<file path="config.mk">
export PLATFORM = sky130hd
export DESIGN_NAME = ifu_top
export DESIGN_NICKNAME = d
export VERILOG_FILES = /design/src/source/ifu_pkg.sv /design/src/source/fetch_bus_if.sv /design/src/source/fetch_fsm.sv /design/src/source/ack_wait_timer.sv /design/src/source/next_pc_unit.sv /design/src/source/fetch_buffer.sv /design/src/source/ifu_top.sv
export SDC_FILE = /design/constraint.sdc
export NUM_CORES = 1
export LEC_CHECK = 0
export BUFFER_PORTS_ARGS = -buffer_cell sky130_fd_sc_hd__buf_2
export CORE_MARGIN = 2
export CORE_UTILIZATION = 45
export CTS_CLUSTER_SIZE = 30
export DETAILED_ROUTE_END_ITERATION = 7
export PLACE_DENSITY = 0.78
export SKIP_CTS_REPAIR_TIMING = 1
export SKIP_LAST_GASP = 1
export SLEW_MARGIN = 20
export SYNTH_ARGS = -nofsm -noshare
export SYNTH_HDL_FRONTEND = slang
export SYNTH_SLANG_ARGS = --single-unit
</file>
<file path="constraint.sdc">
create_clock -name clk -period 10.1 [get_ports clk]
set_input_delay 1.01 -clock clk [delete_from_list [all_inputs] [get_ports clk]]
set_output_delay 1.01 -clock clk [all_outputs]
set_load 0.01 [all_outputs]
</file>
<file path="src/source/ifu_pkg.sv">
package ifu_pkg;

	// ******************************************************************
	// basic fetch types
	// ******************************************************************

	// instruction address, full 64-bit
	typedef logic [63:0] addr_t;
	// one uncompressed instruction
	typedef logic [31:0] inst_t;
	// one instruction memory beat, two instructions
	typedef logic [63:0] mem_word_t;

	// four-phase sequencer states
	typedef enum logic [2:0] {
		IDLE     = 3'd0,
		REQ      = 3'd1,
		RELEASE  = 3'd2,
		DROP_REQ = 3'd3,
		FAULT    = 3'd4
	} fetch_state_t;

	// static prediction outcome of the predecode
	typedef enum logic [1:0] {
		PRED_SEQ         = 2'd0,
		PRED_BRANCH_BACK = 2'd1,
		PRED_JAL         = 2'd2
	} pred_kind_t;

	// ******************************************************************
	// rv64 encodings seen by the predecode
	// ******************************************************************

	// major opcodes, inst[6:0]
	typedef enum logic [6:0] {
		OPC_BRANCH = 7'b1100011,
		OPC_JAL    = 7'b1101111
	} opcode_t;

	// conditional branch funct3, inst[14:12]
	typedef enum logic [2:0] {
		F3_BEQ  = 3'b000,
		F3_BNE  = 3'b001,
		F3_BLT  = 3'b100,
		F3_BGE  = 3'b101,
		F3_BLTU = 3'b110,
		F3_BGEU = 3'b111
	} branch_funct3_t;

	// 010 and 011 are reserved under OPC_BRANCH
	function automatic logic is_branch_funct3(input logic [2:0] f3);
		return (f3 != 3'b010) && (f3 != 3'b011);
	endfunction

endpackage

</file>
<file path="src/source/fetch_bus_if.sv">
// four-phase instruction memory port
interface fetch_bus_if import ifu_pkg::*; ();

	// request level, held until ack is seen
	logic      req;
	// fetch address, stable while req is high
	addr_t     addr;
	// memory answer level
	logic      ack;
	// full 64-bit beat, valid while ack is high
	mem_word_t rdata;

	// fetch side, drives the request
	modport fsm (
		output req,
		output addr,
		input  ack
	);

	// memory side, answers the request
	modport mem (
		input  req,
		input  addr,
		output ack,
		output rdata
	);

endinterface

</file>
<file path="src/source/fetch_fsm.sv">
module fetch_fsm import ifu_pkg::*; (
	input  logic     clk,
	input  logic     rst_n,
	fetch_bus_if.fsm bus,
	input  addr_t    fetch_pc,
	input  logic     redirect_valid,
	input  logic     buf_free,
	input  logic     expired,
	output logic     capture,
	output logic     timer_run,
	output logic     fetch_fault
);

	fetch_state_t state_q;
	fetch_state_t state_d;
	// address latched at request start, keeps addr stable through a drop
	addr_t        addr_q;

	// ******************************************************************
	// next state
	// ******************************************************************
	always_comb begin
		state_d = state_q;
		case (state_q)
			IDLE: begin
				// new request only once memory has released ack
				if (!redirect_valid && !bus.ack) begin
					state_d = REQ;
				end
			end
			REQ: begin
				// redirect beats a capture in the same cycle
				if (redirect_valid) begin
					state_d = DROP_REQ;
				end else if (bus.ack && buf_free) begin
					state_d = RELEASE;
				end else if (expired && !bus.ack) begin
					state_d = FAULT;
				end
			end
			DROP_REQ: begin
				// finish the handshake, data goes nowhere
				if (bus.ack) begin
					state_d = RELEASE;
				end else if (expired) begin
					state_d = FAULT;
				end
			end
			RELEASE: begin
				// redirect here: pc reloads this edge, start again from IDLE
				if (redirect_valid) begin
					state_d = IDLE;
				end else if (!bus.ack) begin
					state_d = REQ;
				end
			end
			FAULT: begin
				if (redirect_valid) begin
					state_d = IDLE;
				end
			end
			default: state_d = IDLE;
		endcase
	end

	always_ff @(posedge clk or negedge rst_n) begin
		if (!rst_n) begin
			state_q <= IDLE;
		end else begin
			state_q <= state_d;
		end
	end

	// take the pc only when a fresh request opens
	always_ff @(posedge clk) begin
		if (state_d == REQ && state_q != REQ) begin
			addr_q <= fetch_pc;
		end
	end

	// ******************************************************************
	// outputs
	// ******************************************************************
	assign bus.req  = (state_q == REQ) || (state_q == DROP_REQ);
	assign bus.addr = addr_q;

	// word accepted into the IF/ID buffer on this edge
	assign capture = (state_q == REQ) && bus.ack && buf_free && !redirect_valid;

	// count only while req is out and ack has not come
	assign timer_run = bus.req && !bus.ack;

	assign fetch_fault = (state_q == FAULT);

endmodule

</file>
<file path="src/source/ack_wait_timer.sv">
module ack_wait_timer #(
	parameter int ACK_TIMEOUT = 32
) (
	input  logic clk,
	input  logic rst_n,
	input  logic run,
	output logic expired
);

	// wide enough to hold ACK_TIMEOUT itself
	localparam int CNT_W = $clog2(ACK_TIMEOUT + 1);
	localparam logic [CNT_W-1:0] LIMIT = CNT_W'(ACK_TIMEOUT);

	logic [CNT_W-1:0] cnt_q;
	logic             expired_q;

	// saturating wait counter, any gap in run starts it over
	always_ff @(posedge clk or negedge rst_n) begin
		if (!rst_n) begin
			cnt_q     <= '0;
			expired_q <= 1'b0;
		end else if (!run) begin
			cnt_q     <= '0;
			expired_q <= 1'b0;
		end else begin
			if (cnt_q != LIMIT) begin
				cnt_q <= cnt_q + 1'b1;
			end
			// set at the end of the ACK_TIMEOUT-th counted cycle
			expired_q <= (cnt_q >= LIMIT - 1'b1);
		end
	end

	assign expired = expired_q;

endmodule

</file>
<file path="src/source/next_pc_unit.sv">
module next_pc_unit import ifu_pkg::*; #(
	parameter addr_t RESET_PC = 64'h8000_0000
) (
	input  logic      clk,
	input  logic      rst_n,
	input  mem_word_t rdata,
	input  logic      capture,
	input  logic      redirect_valid,
	input  addr_t     redirect_pc,
	output addr_t     fetch_pc,
	output inst_t     inst,
	output logic      pred_taken
);

	addr_t      pc_q;
	pred_kind_t kind;
	addr_t      imm_b;
	addr_t      imm_j;
	addr_t      target;

	// ******************************************************************
	// predecode
	// ******************************************************************

	// pc bit 2 picks the upper word of the beat
	assign inst = pc_q[2] ? rdata[63:32] : rdata[31:0];

	// sign-extended B and J immediates
	assign imm_b = {{51{inst[31]}}, inst[31], inst[7], inst[30:25], inst[11:8], 1'b0};
	assign imm_j = {{43{inst[31]}}, inst[31], inst[19:12], inst[20], inst[30:21], 1'b0};

	always_comb begin
		kind = PRED_SEQ;
		case (inst[6:0])
			OPC_BRANCH: begin
				// backward taken, forward not taken
				if (is_branch_funct3(inst[14:12]) && inst[31]) begin
					kind = PRED_BRANCH_BACK;
				end
			end
			OPC_JAL: kind = PRED_JAL;
			default: kind = PRED_SEQ;
		endcase
	end

	// next fetch address
	always_comb begin
		case (kind)
			PRED_BRANCH_BACK: target = pc_q + imm_b;
			PRED_JAL:         target = pc_q + imm_j;
			default:          target = pc_q + 64'd4;
		endcase
	end

	assign pred_taken = (kind != PRED_SEQ);

	// ******************************************************************
	// fetch pc register
	// ******************************************************************
	always_ff @(posedge clk or negedge rst_n) begin
		if (!rst_n) begin
			pc_q <= RESET_PC;
		end else if (redirect_valid) begin
			// execute correction wins
			pc_q <= redirect_pc;
		end else if (capture) begin
			pc_q <= target;
		end
	end

	assign fetch_pc = pc_q;

endmodule

</file>
<file path="src/source/fetch_buffer.sv">
module fetch_buffer import ifu_pkg::*; (
	input  logic  clk,
	input  logic  rst_n,
	input  logic  load,
	input  logic  flush,
	input  addr_t pc,
	input  inst_t inst,
	input  logic  pred_taken,
	input  logic  if_ready,
	output logic  buf_free,
	output logic  if_valid,
	output addr_t if_pc,
	output inst_t if_inst,
	output logic  if_pred_taken
);

	logic  valid_q;
	addr_t pc_q;
	inst_t inst_q;
	logic  pred_q;

	// valid bit
	always_ff @(posedge clk or negedge rst_n) begin
		if (!rst_n) begin
			valid_q <= 1'b0;
		end else if (flush) begin
			valid_q <= 1'b0;
		end else if (load) begin
			valid_q <= 1'b1;
		end else if (if_ready) begin
			// drained by decode
			valid_q <= 1'b0;
		end
	end

	// payload, only moves on load
	always_ff @(posedge clk) begin
		if (load) begin
			pc_q   <= pc;
			inst_q <= inst;
			pred_q <= pred_taken;
		end
	end

	// empty, or emptied by decode on this edge
	assign buf_free = !valid_q || if_ready;

	assign if_valid      = valid_q;
	assign if_pc         = pc_q;
	assign if_inst       = inst_q;
	assign if_pred_taken = pred_q;

endmodule

</file>
<file path="src/source/ifu_top.sv">
module ifu_top import ifu_pkg::*; #(
	parameter addr_t RESET_PC    = 64'h8000_0000,
	parameter int    ACK_TIMEOUT = 32
) (
	input  logic      clk,
	input  logic      rst_n,
	// instruction memory, four-phase
	output logic      mem_req,
	output addr_t     mem_addr,
	input  logic      mem_ack,
	input  mem_word_t mem_rdata,
	// correction from execute
	input  logic      redirect_valid,
	input  addr_t     redirect_pc,
	// IF/ID
	output logic      if_valid,
	input  logic      if_ready,
	output addr_t     if_pc,
	output inst_t     if_inst,
	output logic      if_pred_taken,
	output logic      fetch_fault
);

	fetch_bus_if bus ();

	logic  capture;
	logic  timer_run;
	logic  expired;
	logic  buf_free;
	logic  pred_taken;
	addr_t fetch_pc;
	inst_t inst;

	// ******************************************************************
	// memory side of the bus onto plain ports
	// ******************************************************************
	assign mem_req   = bus.req;
	assign mem_addr  = bus.addr;
	assign bus.ack   = mem_ack;
	assign bus.rdata = mem_rdata;

	fetch_fsm u_fsm (
		.clk           (clk),
		.rst_n         (rst_n),
		.bus           (bus.fsm),
		.fetch_pc      (fetch_pc),
		.redirect_valid(redirect_valid),
		.buf_free      (buf_free),
		.expired       (expired),
		.capture       (capture),
		.timer_run     (timer_run),
		.fetch_fault   (fetch_fault)
	);

	ack_wait_timer #(
		.ACK_TIMEOUT(ACK_TIMEOUT)
	) u_timer (
		.clk    (clk),
		.rst_n  (rst_n),
		.run    (timer_run),
		.expired(expired)
	);

	next_pc_unit #(
		.RESET_PC(RESET_PC)
	) u_npc (
		.clk           (clk),
		.rst_n         (rst_n),
		.rdata         (bus.rdata),
		.capture       (capture),
		.redirect_valid(redirect_valid),
		.redirect_pc   (redirect_pc),
		.fetch_pc      (fetch_pc),
		.inst          (inst),
		.pred_taken    (pred_taken)
	);

	// redirect also empties the IF/ID slot
	fetch_buffer u_buf (
		.clk          (clk),
		.rst_n        (rst_n),
		.load         (capture),
		.flush        (redirect_valid),
		.pc           (fetch_pc),
		.inst         (inst),
		.pred_taken   (pred_taken),
		.if_ready     (if_ready),
		.buf_free     (buf_free),
		.if_valid     (if_valid),
		.if_pc        (if_pc),
		.if_inst      (if_inst),
		.if_pred_taken(if_pred_taken)
	);

endmodule

</file>
==> flow_summary.yaml, run 1 <==
synth:
  yosysTopAreaCell: "edfxtp_1"
  synth_area_leaders: "edfxtp_1, dfrtp_1, ha_1, a21oi_1, nand2_1"
  avgSynthCellArea_sq_um: 9.90
  synthDistinctLibCells: 72
  postSynth.topFlopCell: "edfxtp_1"
  postSynthRegisterBits: 236
  synthArstFlopShare: 0.318
  post-synth-top-area-fraction: 0.344
  mappedNetlistArea_sq_um: 14000
  number_of_warnings_issued_by_yosys: 0
  syn-num-nets: 1619
  synth_enable_flop_cells: 161
  synth_sequential_area_ratio: 0.478
  netlist_instances: 1417
die:
  area_of_the_core_sq_um: 30700
  top_level_ports: 297
  floorplan.die_area_sq_um: 32600
  start_util: 0.458
  floorplan.die.height_um: 181
  std_cell_rows: 64
  fp.dieW_um: 181
setup_path:
  reg2regPathDepth: 21
  worst_setup_path_startpoint: "u_npc.fetch_pc[2]"
  crit_required_ps: 10540
  critPathLaunchType: "register"
  launch_instance_of_the_worst_register_to_register_path: "u_npc.fetch_pc[2]"
  worst_r2r_endpoint: "u_npc.fetch_pc[57]"
  worstSetupEndpointType: "register"
  data_arrival_critical_path_ps: 6760
  crit_fanout: 40
  worstSetupPathType: "reg -> reg"
  rrSetupSlack_ps: 3780
worst_hold_path:
  min_path_type: "in -> async"
final_layout:
  most-common-layout-cells: "buf_2, edfxtp_1, nand2_1"
  net_total_in_the_final_layout: 1881
  layout-area-overhead-vs-synth_pct: 18.7
  design_area_sq_um: 16700
  final_common_cell: "buf_2"
  post-route-util: 0.543
  drive_gt1_frac: 0.242
job:
  max_cap_viol_count: 0
sta:
  grt_setup_unrepaired: "false"
  setup_total_negative_slack_ps: 0
  finalClockSkew_ps: 30.9
  max_slew.worst_pin.slew_ps: 1020
  finalHoldViolations: 0
  max_clock_freq_ghz: 0.158
  max_slew_margin: 0.319
  final-setup-viol-count: 0
  final_period_minus_worst_setup_slack_ps: 6320
  count_of_pins_over_their_slew_limit: 0
  fin_crit_sh: 0.626
routing:
  viasPerCell: 5.87
  detail_route.iter0.violations: 1094
  detail_route.wirelength_mm: 42.6
  vias: 12300
  detail_route.first_pass.iterations: 5
  post-route-drc-count: 0
  final_antenna_net_count: 0
  wl_per_cell_um: 20.3
place:
  dpl.hpwl_mm: 30.8
  number_of_input_and_output_port_buffers_inserted: 296
  placed_cell_area_sq_um: 15800
  gp_routability_congestion: 0.931
power:
  max-vdd-ir-drop_mv: 0.125
  power_frac_comb: 0.287
  sequentialPowerShare: 0.408
  total_switching_power_w: 0.000992
  total_leakage_power_nw: 6.84
  power.share.clock: 0.305
  cell_internal_pwr_w: 0.00199
  power.switching_fraction: 0.332
  power_density_nw_per_um2: 179
clock_tree:
  clockBufferDepth: 3
  tritoncts.num_buffers: 25
  clock_insertion_delay_at_the_later_pin_of_the_skew_report_ps: 550
  cts_max_level: 1
  tritoncts_clock_tree: "yes"
  cts.sinks: 236
  cell_chosen_for_the_clock_root: "clkbuf_16"
  worst_setup_hold_path_clk_slew_ps: 60
grt:
  antenna_found_initial: 2
  grt_pass1_wl_mm: 66.6
  track_usage: 0.255
  grt_pass1_vias: 12300
  pin_count_of_the_biggest_net_entering_global_routing: 71
  grt_overflow_total: 0
status:
  outcome: "completed"
worst max-delay path by stage:
stage,end,slack (ps),cells past startpoint
after global placement,u_npc.fetch_pc[57],3970,22
after detailed placement,u_npc.fetch_pc[57],3810,22
after floorplan,u_fsm.bus.addr[0],2010,2
after global routing,u_npc.fetch_pc[62],3350,22
after CTS,u_npc.fetch_pc[57],3800,21
final,u_npc.fetch_pc[57],3780,21
state kept, by name, summed over array words and instances (netlist names):
name and cells:
u_buf.if_pc 64, u_fsm.bus.addr 64, u_npc.fetch_pc 64, u_buf.if_inst 32, u_timer.cnt_q 6, u_fsm.state_q 3, u_buf.if_pred_taken 1, u_buf.if_valid 1
u_timer.expired 1
logic make-up after synthesis:
family	after synthesis	share of synthesized area
and+or+nand+nor	472	0.158
muxes	48	0.0377
DFF	236	0.478
adders and majority gates	69	0.0620
xor gates and xnor gates	70	0.0437
AOI/OAI and AO/OA	418	0.191
buffers and inverters	104	0.0284
synthesized netlist by cell type (all sizes together), types with 24 or more instances:
cell type  number
o221ai         24
dfrtp          74
clkbuf         55
nand3          48
xnor2          34
nor3           29
inv            33
nor2          127
mux2           39
ha             68
nand4          29
and3           26
o21ai          87
edfxtp        161
a21o           43
xor2           36
nand2         154
a21oi         127
power by group through the flow:
stage,Clock (W),Sequential (W),Combinational [W]
4_1_cts,0.000928,0.00122,0.000849
3_3_place_gp,0,0.00123,0.000840
2_1_floorplan,0,0.00123,0.000590
6_report,0.000910,0.00122,0.000855
5_1_grt,0.000965,0.00123,0.000942
3_5_place_dp,0,0.00124,0.000842
worst max-delay path, stage by stage, from the launching register on:
cell      delay, ps
dfrtp_2         920
mux2_2          420
nor2_1          110
nand3_1         110
or3_1           450
ha_1            340
inv_1           320
mux2_2          390
ha_1            210
fa_1            400
a21o_1          230
a31oi_1         200
o21ai_1         190
o21bai_1        300
a21bo_2         220
o31a_2          220
o21ai_2         120
a21o_2          250
a21oi_2         210
xnor2_1         150
mux2i_1         100
a221o_1         350
area by class of cell:
type                            instances  area, sq um
Antenna cell                            2         5.00
Clock buffer                           34          689
Clock inverter                         12          118
Fill cell                            2758        14000
Inverter                               33          124
Multi-Input combinational cell       1077         6950
Sequential cell                       236         6710
Tap cell                              396          495
Timing Repair Buffer                  306         1560
metal layers:
layer	vias to the layer above	part of all wire	wire length, um	GRT usage
met5	-	0	0	0
met4	0	0.040	1710	0.106
met3	92	0.070	2960	0.0430
met2	513	0.47	20100	0.424
met1	5858	0.42	17800	0.330
li1	5835	-	-	-
per-stage QoR:
stage	cells	power [W]	hold WS [ps]	worst slack, ps
after floorplan	1417	0.00182	438	2010
after global placement	2048	0.00207	448	3970
after detailed placement	2048	0.00208	487	3810
after CTS	2094	0.00300	445	3800
after global routing	2096	0.00314	448	3350
final	2096	0.00298	425	3780
(Power assumes the default switching activity.)
==> run 2, diff against run 1 <==
--- a/config.mk
+++ b/config.mk
@@ -5,12 +5,13 @@
 export SDC_FILE = /design/constraint.sdc
 export NUM_CORES = 1
 export LEC_CHECK = 0
+export ABC_AREA = 1
 export BUFFER_PORTS_ARGS = -buffer_cell sky130_fd_sc_hd__buf_2
 export CORE_MARGIN = 2
 export CORE_UTILIZATION = 45
 export CTS_CLUSTER_SIZE = 30
 export DETAILED_ROUTE_END_ITERATION = 7
-export PLACE_DENSITY = 0.78
+export PLACE_DENSITY = 0.79
 export SKIP_CTS_REPAIR_TIMING = 1
 export SKIP_LAST_GASP = 1
 export SLEW_MARGIN = 20
==> constraint.sdc (replaced) <==
create_clock -name clk -period 5.55 [get_ports clk]
set_input_delay 0.555 -clock clk [delete_from_list [all_inputs] [get_ports clk]]
set_output_delay 0.555 -clock clk [all_outputs]
set_load 0.01 [all_outputs]
==> flow_summary.yaml, run 2 <==
final_layout:
  area.sequential_sq_um: 6710
  most-common-layout-cells: "nand2_1, inv_1, buf_2"
  n_fill_cell: 3811
  net_total_in_the_final_layout: 3114
  drive_gt1_frac: 0.140
  multi_input_area_sq_um: 8940
  design_area_sq_um: 20400
  final_common_cell: "nand2_1"
  layout-area-overhead-vs-synth_pct: 16.8
sta:
  count_of_pins_over_their_slew_limit: 0
  final-setup-viol-count: 0
  max_slew_margin: 0.282
  fin_crit_sh: 0.877
  setup_total_negative_slack_ps: 0
  max_clock_freq_ghz: 0.205
  max_slew.worst_pin.slew_ps: 1070
  setup_ws_ps: 681
  grt_setup_unrepaired: "false"
  finalHoldViolations: 0
  final_period_minus_worst_setup_slack_ps: 4870
  finalClockSkew_ps: 18.5
grt:
  track_usage: 0.298
  met2_usage: 0.468
  global_route.usage.met1: 0.406
  pin_count_of_the_biggest_net_entering_global_routing: 99
  grt_overflow_total: 0
  groute.layer.met3.usage: 0.0475
  grt_pass1_vias: 17100
  grt-busiest-layer: "met2"
  grt_pass1_wl_mm: 94.3
  antenna_found_initial: 1
setup_path:
  rrSetupSlack_ps: 680
  worst_r2r_endpoint: "u_npc.fetch_pc[30]"
  worstSetupEndpointType: "register"
  worstSetupPathType: "reg -> reg"
  reg2regPathDepth: 22
  launch_instance_of_the_worst_register_to_register_path: "u_npc.fetch_pc[2]"
  crit_fanout: 34
  data_arrival_critical_path_ps: 5290
  critPathLaunchType: "register"
  crit_required_ps: 5970
routing:
  detail_route.wirelength_mm: 60.8
  wl_per_cell_um: 17.6
  detail_route.iter0.violations: 2111
  viasPerCell: 5.30
  detail_route.first_pass.iterations: 7
  post-route-drc-count: 0
  final_antenna_net_count: 0
  vias: 18300
synth:
  avgSynthCellArea_sq_um: 6.66
  synthTopCellsByCount: "nand2_1, inv_1, nor2_1, edfxtp_1, nand3_1"
  synthArstFlopShare: 0.318
  number_of_warnings_issued_by_yosys: 0
  yosysTopAreaCell: "edfxtp_1"
  synth_enable_flop_cells: 161
  synth_most_common_cell: "nand2_1"
  postSynthRegisterBits: 236
  mappedNetlistArea_sq_um: 17500
  synth_area_leaders: "edfxtp_1, nand2_1, dfrtp_1, inv_1, nor2_1"
  syn-num-nets: 2828
  postSynth.topFlopCell: "edfxtp_1"
  synthDistinctLibCells: 50
  post-synth-top-area-fraction: 0.276
  synth_sequential_area_ratio: 0.384
  netlist_instances: 2626
die:
  std_cell_rows: 72
  area_of_the_core_sq_um: 38500
  fp.dieW_um: 201
  start_util: 0.455
  floorplan.die.height_um: 201
  floorplan.die_area_sq_um: 40500
  top_level_ports: 297
power:
  total_leakage_power_nw: 10.6
  power_density_nw_per_um2: 404
  max-vdd-ir-drop_mv: 0.197
clock_tree:
  worst_setup_hold_path_clk_slew_ps: 70
  cell_chosen_for_the_clock_root: "clkbuf_16"
  clock_insertion_delay_at_the_later_pin_of_the_skew_report_ps: 550
  cts.sinks: 236
  tritoncts.num_buffers: 24
  tritoncts_clock_tree: "yes"
  clockBufferDepth: 3
  cts_max_level: 1
place:
  pre_cts_slack_ps: 853
  number_of_input_and_output_port_buffers_inserted: 296
  dpl.hpwl_mm: 47.4
  placed_cell_area_sq_um: 19600
  gp_routability_congestion: 1.04
worst_hold_path:
  min_path_type: "in -> async"
status:
  outcome: "completed"
job:
  max_cap_viol_count: 0
[run 2: worst max path at each step]
stage,from,end,slack [ps],cells past startpoint
2_1_floorplan,redirect_valid,u_fsm.bus.addr[0],660,2
3_3_place_gp,u_npc.fetch_pc[2],u_npc.fetch_pc[30],1070,22
3_5_place_dp,u_npc.fetch_pc[2],u_npc.fetch_pc[30],850,22
4_1_cts,u_npc.fetch_pc[2],u_npc.fetch_pc[30],820,22
5_1_grt,u_npc.fetch_pc[2],u_npc.fetch_pc[40],200,25
6_report,u_npc.fetch_pc[2],u_npc.fetch_pc[30],680,22
[run 2: where the power goes]
part	switching, W	internal [W]
Sequential	0.000457	0.00223
Clock	0.000716	0.00106
Combinational	0.00263	0.00116
Total	0.00380	0.00445
[run 2: final cells by class]
class	count	share of cell area
Clock inverter	16	0.0107
Timing Repair Buffer	307	0.0775
Sequential cell	236	0.329
Multi-Input combinational cell	1897	0.438
Tap cell	518	0.0317
Clock buffer	28	0.0312
Antenna cell	2	0.000245
Inverter	446	0.0820
[run 2: cell families (layout without fill, tap and decap cells)]
logic type               Yosys count  in the layout  synth area share
AND/OR/NAND/NOR                 1551           1551             0.369
buffers and inverters            493            797             0.107
AO/OA/AOI/OAI                    245            245            0.0741
flip-flops                       236            236             0.384
adder cells (fa/ha/maj)           69             69            0.0498
XOR/XNOR                          30             30            0.0150
multiplexers                       2              2           0.00114
other                              0              2                 0
[run 2: per-layer routing]
metal / routed length (um) / up-vias
met5: 0 / -
met4: 3100 / 0
met3: 6890 / 193
met2: 26300 / 1025
met1: 24500 / 8224
li1: - / 8845
[run 2: metrics by stage]
stage                     hold slack, ps  cells  power [W]   util
after floorplan                      259   2626    0.00512      -
after global placement               456   3404    0.00632  0.508
after detailed placement             457   3404    0.00636  0.508
after CTS                            232   3448    0.00814  0.531
after global routing                 142   3449    0.00881  0.531
final                               83.1   3450    0.00826  0.531
[run 2: critical path: stages (launching register included)]
cell and delay (ps):
dfrtp_1 510, buf_4 390, mux2i_1 280, inv_1 80
nor2_1 90, nand4_1 130, nor3_1 250, ha_1 250
clkinv_1 360, o21ai_0 470, ha_1 330, nand3_1 70
nand3_1 190, nand2_1 110, nand2_1 110, nand2_1 80
nand2_1 70, nand2_1 80, nand2_1 140, o21ai_0 450
nand2_1 150, nand2_1 90, o21ai_1 60
==> run 3, diff against run 2 <==
--- a/config.mk
+++ b/config.mk
@@ -6,15 +6,16 @@
 export NUM_CORES = 1
 export LEC_CHECK = 0
 export ABC_AREA = 1
-export BUFFER_PORTS_ARGS = -buffer_cell sky130_fd_sc_hd__buf_2
 export CORE_MARGIN = 2
 export CORE_UTILIZATION = 45
 export CTS_CLUSTER_SIZE = 30
 export DETAILED_ROUTE_END_ITERATION = 7
-export PLACE_DENSITY = 0.79
+export DONT_BUFFER_PORTS = 1
+export PLACE_DENSITY = 0.72
 export SKIP_CTS_REPAIR_TIMING = 1
 export SKIP_LAST_GASP = 1
 export SLEW_MARGIN = 20
 export SYNTH_ARGS = -nofsm -noshare
 export SYNTH_HDL_FRONTEND = slang
+export SYNTH_HIERARCHICAL = 1
 export SYNTH_SLANG_ARGS = --single-unit
==> flow_summary.yaml, run 3 <==
grt:
  grt_overflow_total: 0
  grt_pass1_wl_mm: 100
  pin_count_of_the_biggest_net_entering_global_routing: 77
  track_usage: 0.327
  antenna_found_initial: 0
  grt_pass1_vias: 16400
clock_tree:
  clockBufferDepth: 3
  cts_max_level: 1
  tritoncts_clock_tree: "yes"
  clock_insertion_delay_at_the_later_pin_of_the_skew_report_ps: 560
  cell_chosen_for_the_clock_root: "clkbuf_16"
  worst_setup_hold_path_clk_slew_ps: 70
  cts.sinks: 236
  tritoncts.num_buffers: 26
setup_path:
  launch_instance_of_the_worst_register_to_register_path: "u_npc/fetch_pc[2]"
  crit_required_ps: 5950
  worstSetupPathType: "reg -> reg"
  cpPeakStageDelay_ps: 450
  crit_family: "simple AND/OR/NAND/NOR gates"
  worstSetupEndpointType: "register"
  timing.critical_path.mode_cell: "nand2_1"
  reg2regPathDepth: 25
  rrSetupSlack_ps: 620
  slowest_stage: "o21ai_0"
  worst_r2r_endpoint: "u_npc/fetch_pc[36]"
  critPathLaunchType: "register"
  data_arrival_critical_path_ps: 5330
  worst-path-buf-inv: 6
  crit_fanout: 42
place:
  number_of_input_and_output_port_buffers_inserted: 0
  post-place-cells: 3075
  gp_routability_congestion: 0.990
  dpl.hpwl_mm: 52.8
routing:
  detail_route.iter0.violations: 1908
  vias: 17200
  viasPerCell: 5.50
  wl_per_cell_um: 21.5
  final_antenna_net_count: 0
  post-route-drc-count: 0
  detail_route.first_pass.iterations: 7
  detail_route.wirelength_mm: 67.3
power:
  max-vdd-ir-drop_mv: 0.229
  cell_internal_pwr_w: 0.00409
  power_frac_comb: 0.394
  power.switching_fraction: 0.444
  sequentialPowerShare: 0.362
  total_leakage_power_nw: 9.44
  total_switching_power_w: 0.00327
  power.share.clock: 0.244
  power_density_nw_per_um2: 388
sta:
  finalHoldViolations: 0
  finalClockSkew_ps: 22.7
  setup_total_negative_slack_ps: 0
  max_clock_freq_ghz: 0.203
  max_slew_margin: 0.327
  max_slew.worst_pin.slew_ps: 1010
  count_of_pins_over_their_slew_limit: 0
  grt_setup_unrepaired: "false"
  final_period_minus_worst_setup_slack_ps: 4930
  fin_crit_sh: 0.889
  final-setup-viol-count: 0
die:
  start_util: 0.455
  std_cell_rows: 72
  floorplan.die_area_sq_um: 40600
  fp.dieW_um: 201
  top_level_ports: 297
  floorplan.die.height_um: 201
  area_of_the_core_sq_um: 38600
synth:
  postSynthRegisterBits: 236
  synthDistinctLibCells: 48
  yosysTopAreaCell: "edfxtp_1"
  synth_enable_flop_cells: 161
  synth_sequential_area_ratio: 0.383
  synth_area_leaders: "edfxtp_1, nand2_1, dfrtp_1, inv_1, ha_1"
  number_of_warnings_issued_by_yosys: 6
  avgSynthCellArea_sq_um: 6.77
  synthTopCellsByCount: "nand2_1, inv_1, nor2_1, edfxtp_1, nand3_1"
  post-synth-top-area-fraction: 0.276
  postSynth.topFlopCell: "edfxtp_1"
  netlist_instances: 2592
  syn-num-nets: 2794
  synth_most_common_cell: "nand2_1"
  mappedNetlistArea_sq_um: 17500
  synthArstFlopShare: 0.318
final_layout:
  layout-area-overhead-vs-synth_pct: 8.16
  net_total_in_the_final_layout: 2789
  fin_cells: 3125
  n_fill_cell: 3944
  final_common_cell: "nand2_1"
  drive_gt1_frac: 0.0545
  most-common-layout-cells: "nand2_1, inv_1, nor2_1"
  num_antenna_cells: 0
worst_hold_path:
  worst_hold_startpoint: "redirect_valid"
  hold-path-cell-count: 1
  min_path_type: "in -> reg"
  holdPathEnd: "u_buf/if_valid"
status:
  outcome: "completed"
job:
  max_cap_viol_count: 0
[run 3: cell types whose count changed after synthesis, sizes merged, moves of 8 or more]
| cell | previous run | this run |
|---|---|---|
| o21ai | 118 | 64 |
| nand2 | 1016 | 990 |
| nand3 | 127 | 161 |
| a22oi | 1 | 19 |
| inv | 445 | 465 |
| xor2 | 25 | 33 |
| a21oi | 97 | 105 |
| nor2 | 292 | 244 |
[run 3: final cells by class]
cell class	count	area, sq um	share of cell area
timing repair buffer	14	128	0.00673
multi-input combinational	1844	8870	0.467
tap	518	648	0.0342
inverter	465	1750	0.0920
sequential	236	6710	0.354
clock inverter	17	180	0.00950
clock buffer	31	691	0.0364
[run 3: kinds of logic after synthesis]
family                     share of synthesized area
adders and majority gates                     0.0496
xor gates and xnor gates                      0.0215
AOI/OAI and AO/OA                             0.0710
buffers and inverters                          0.113
and+or+nand+nor                                0.362
DFF                                            0.383
[run 3: metal layers]
layer  track usage  vias to the layer above  part of all wire
li1              -                     8151                 -
met1         0.462                     8009              0.43
met2         0.511                      933              0.44
met3        0.0588                      107              0.10
met4         0.103                        0             0.031
met5             0                        -                 0
[run 3: power groups by stage]
stage	sequential [W]	combinational [W]	clock [W]
2_1_floorplan	0.00248	0.00205	0
3_3_place_gp	0.00267	0.00278	0
3_5_place_dp	0.00268	0.00279	0
4_1_cts	0.00265	0.00280	0.00182
5_1_grt	0.00268	0.00325	0.00189
6_report	0.00266	0.00290	0.00180
[run 3: worst max-delay path by stage]
stage | startpoint | to | cells after the start
after global placement | u_npc/fetch_pc[2] | u_npc/fetch_pc[36] | 27
after global routing | u_npc/fetch_pc[2] | u_npc/fetch_pc[36] | 27
after detailed placement | u_npc/fetch_pc[2] | u_npc/fetch_pc[36] | 27
final | u_npc/fetch_pc[2] | u_npc/fetch_pc[36] | 25
after CTS | u_npc/fetch_pc[2] | u_npc/fetch_pc[36] | 27
after floorplan | if_ready | u_npc/fetch_pc[14] | 9
[run 3: stage by stage]
stage / instance area, sq um / setup slack (ps) / total power, W / utilization / hold WS (ps)
3_3_place_gp: 18100 / 889 / 0.00545 / 0.469 / 262
6_report: 19000 / 616 / 0.00736 / 0.492 / 38.9
4_1_cts: 18900 / 759 / 0.00728 / 0.491 / -341
3_5_place_dp: 18100 / 791 / 0.00547 / 0.469 / 261
2_1_floorplan: 17600 / 252 / 0.00453 / - / 259
5_1_grt: 19000 / 172 / 0.00782 / 0.492 / 27.0
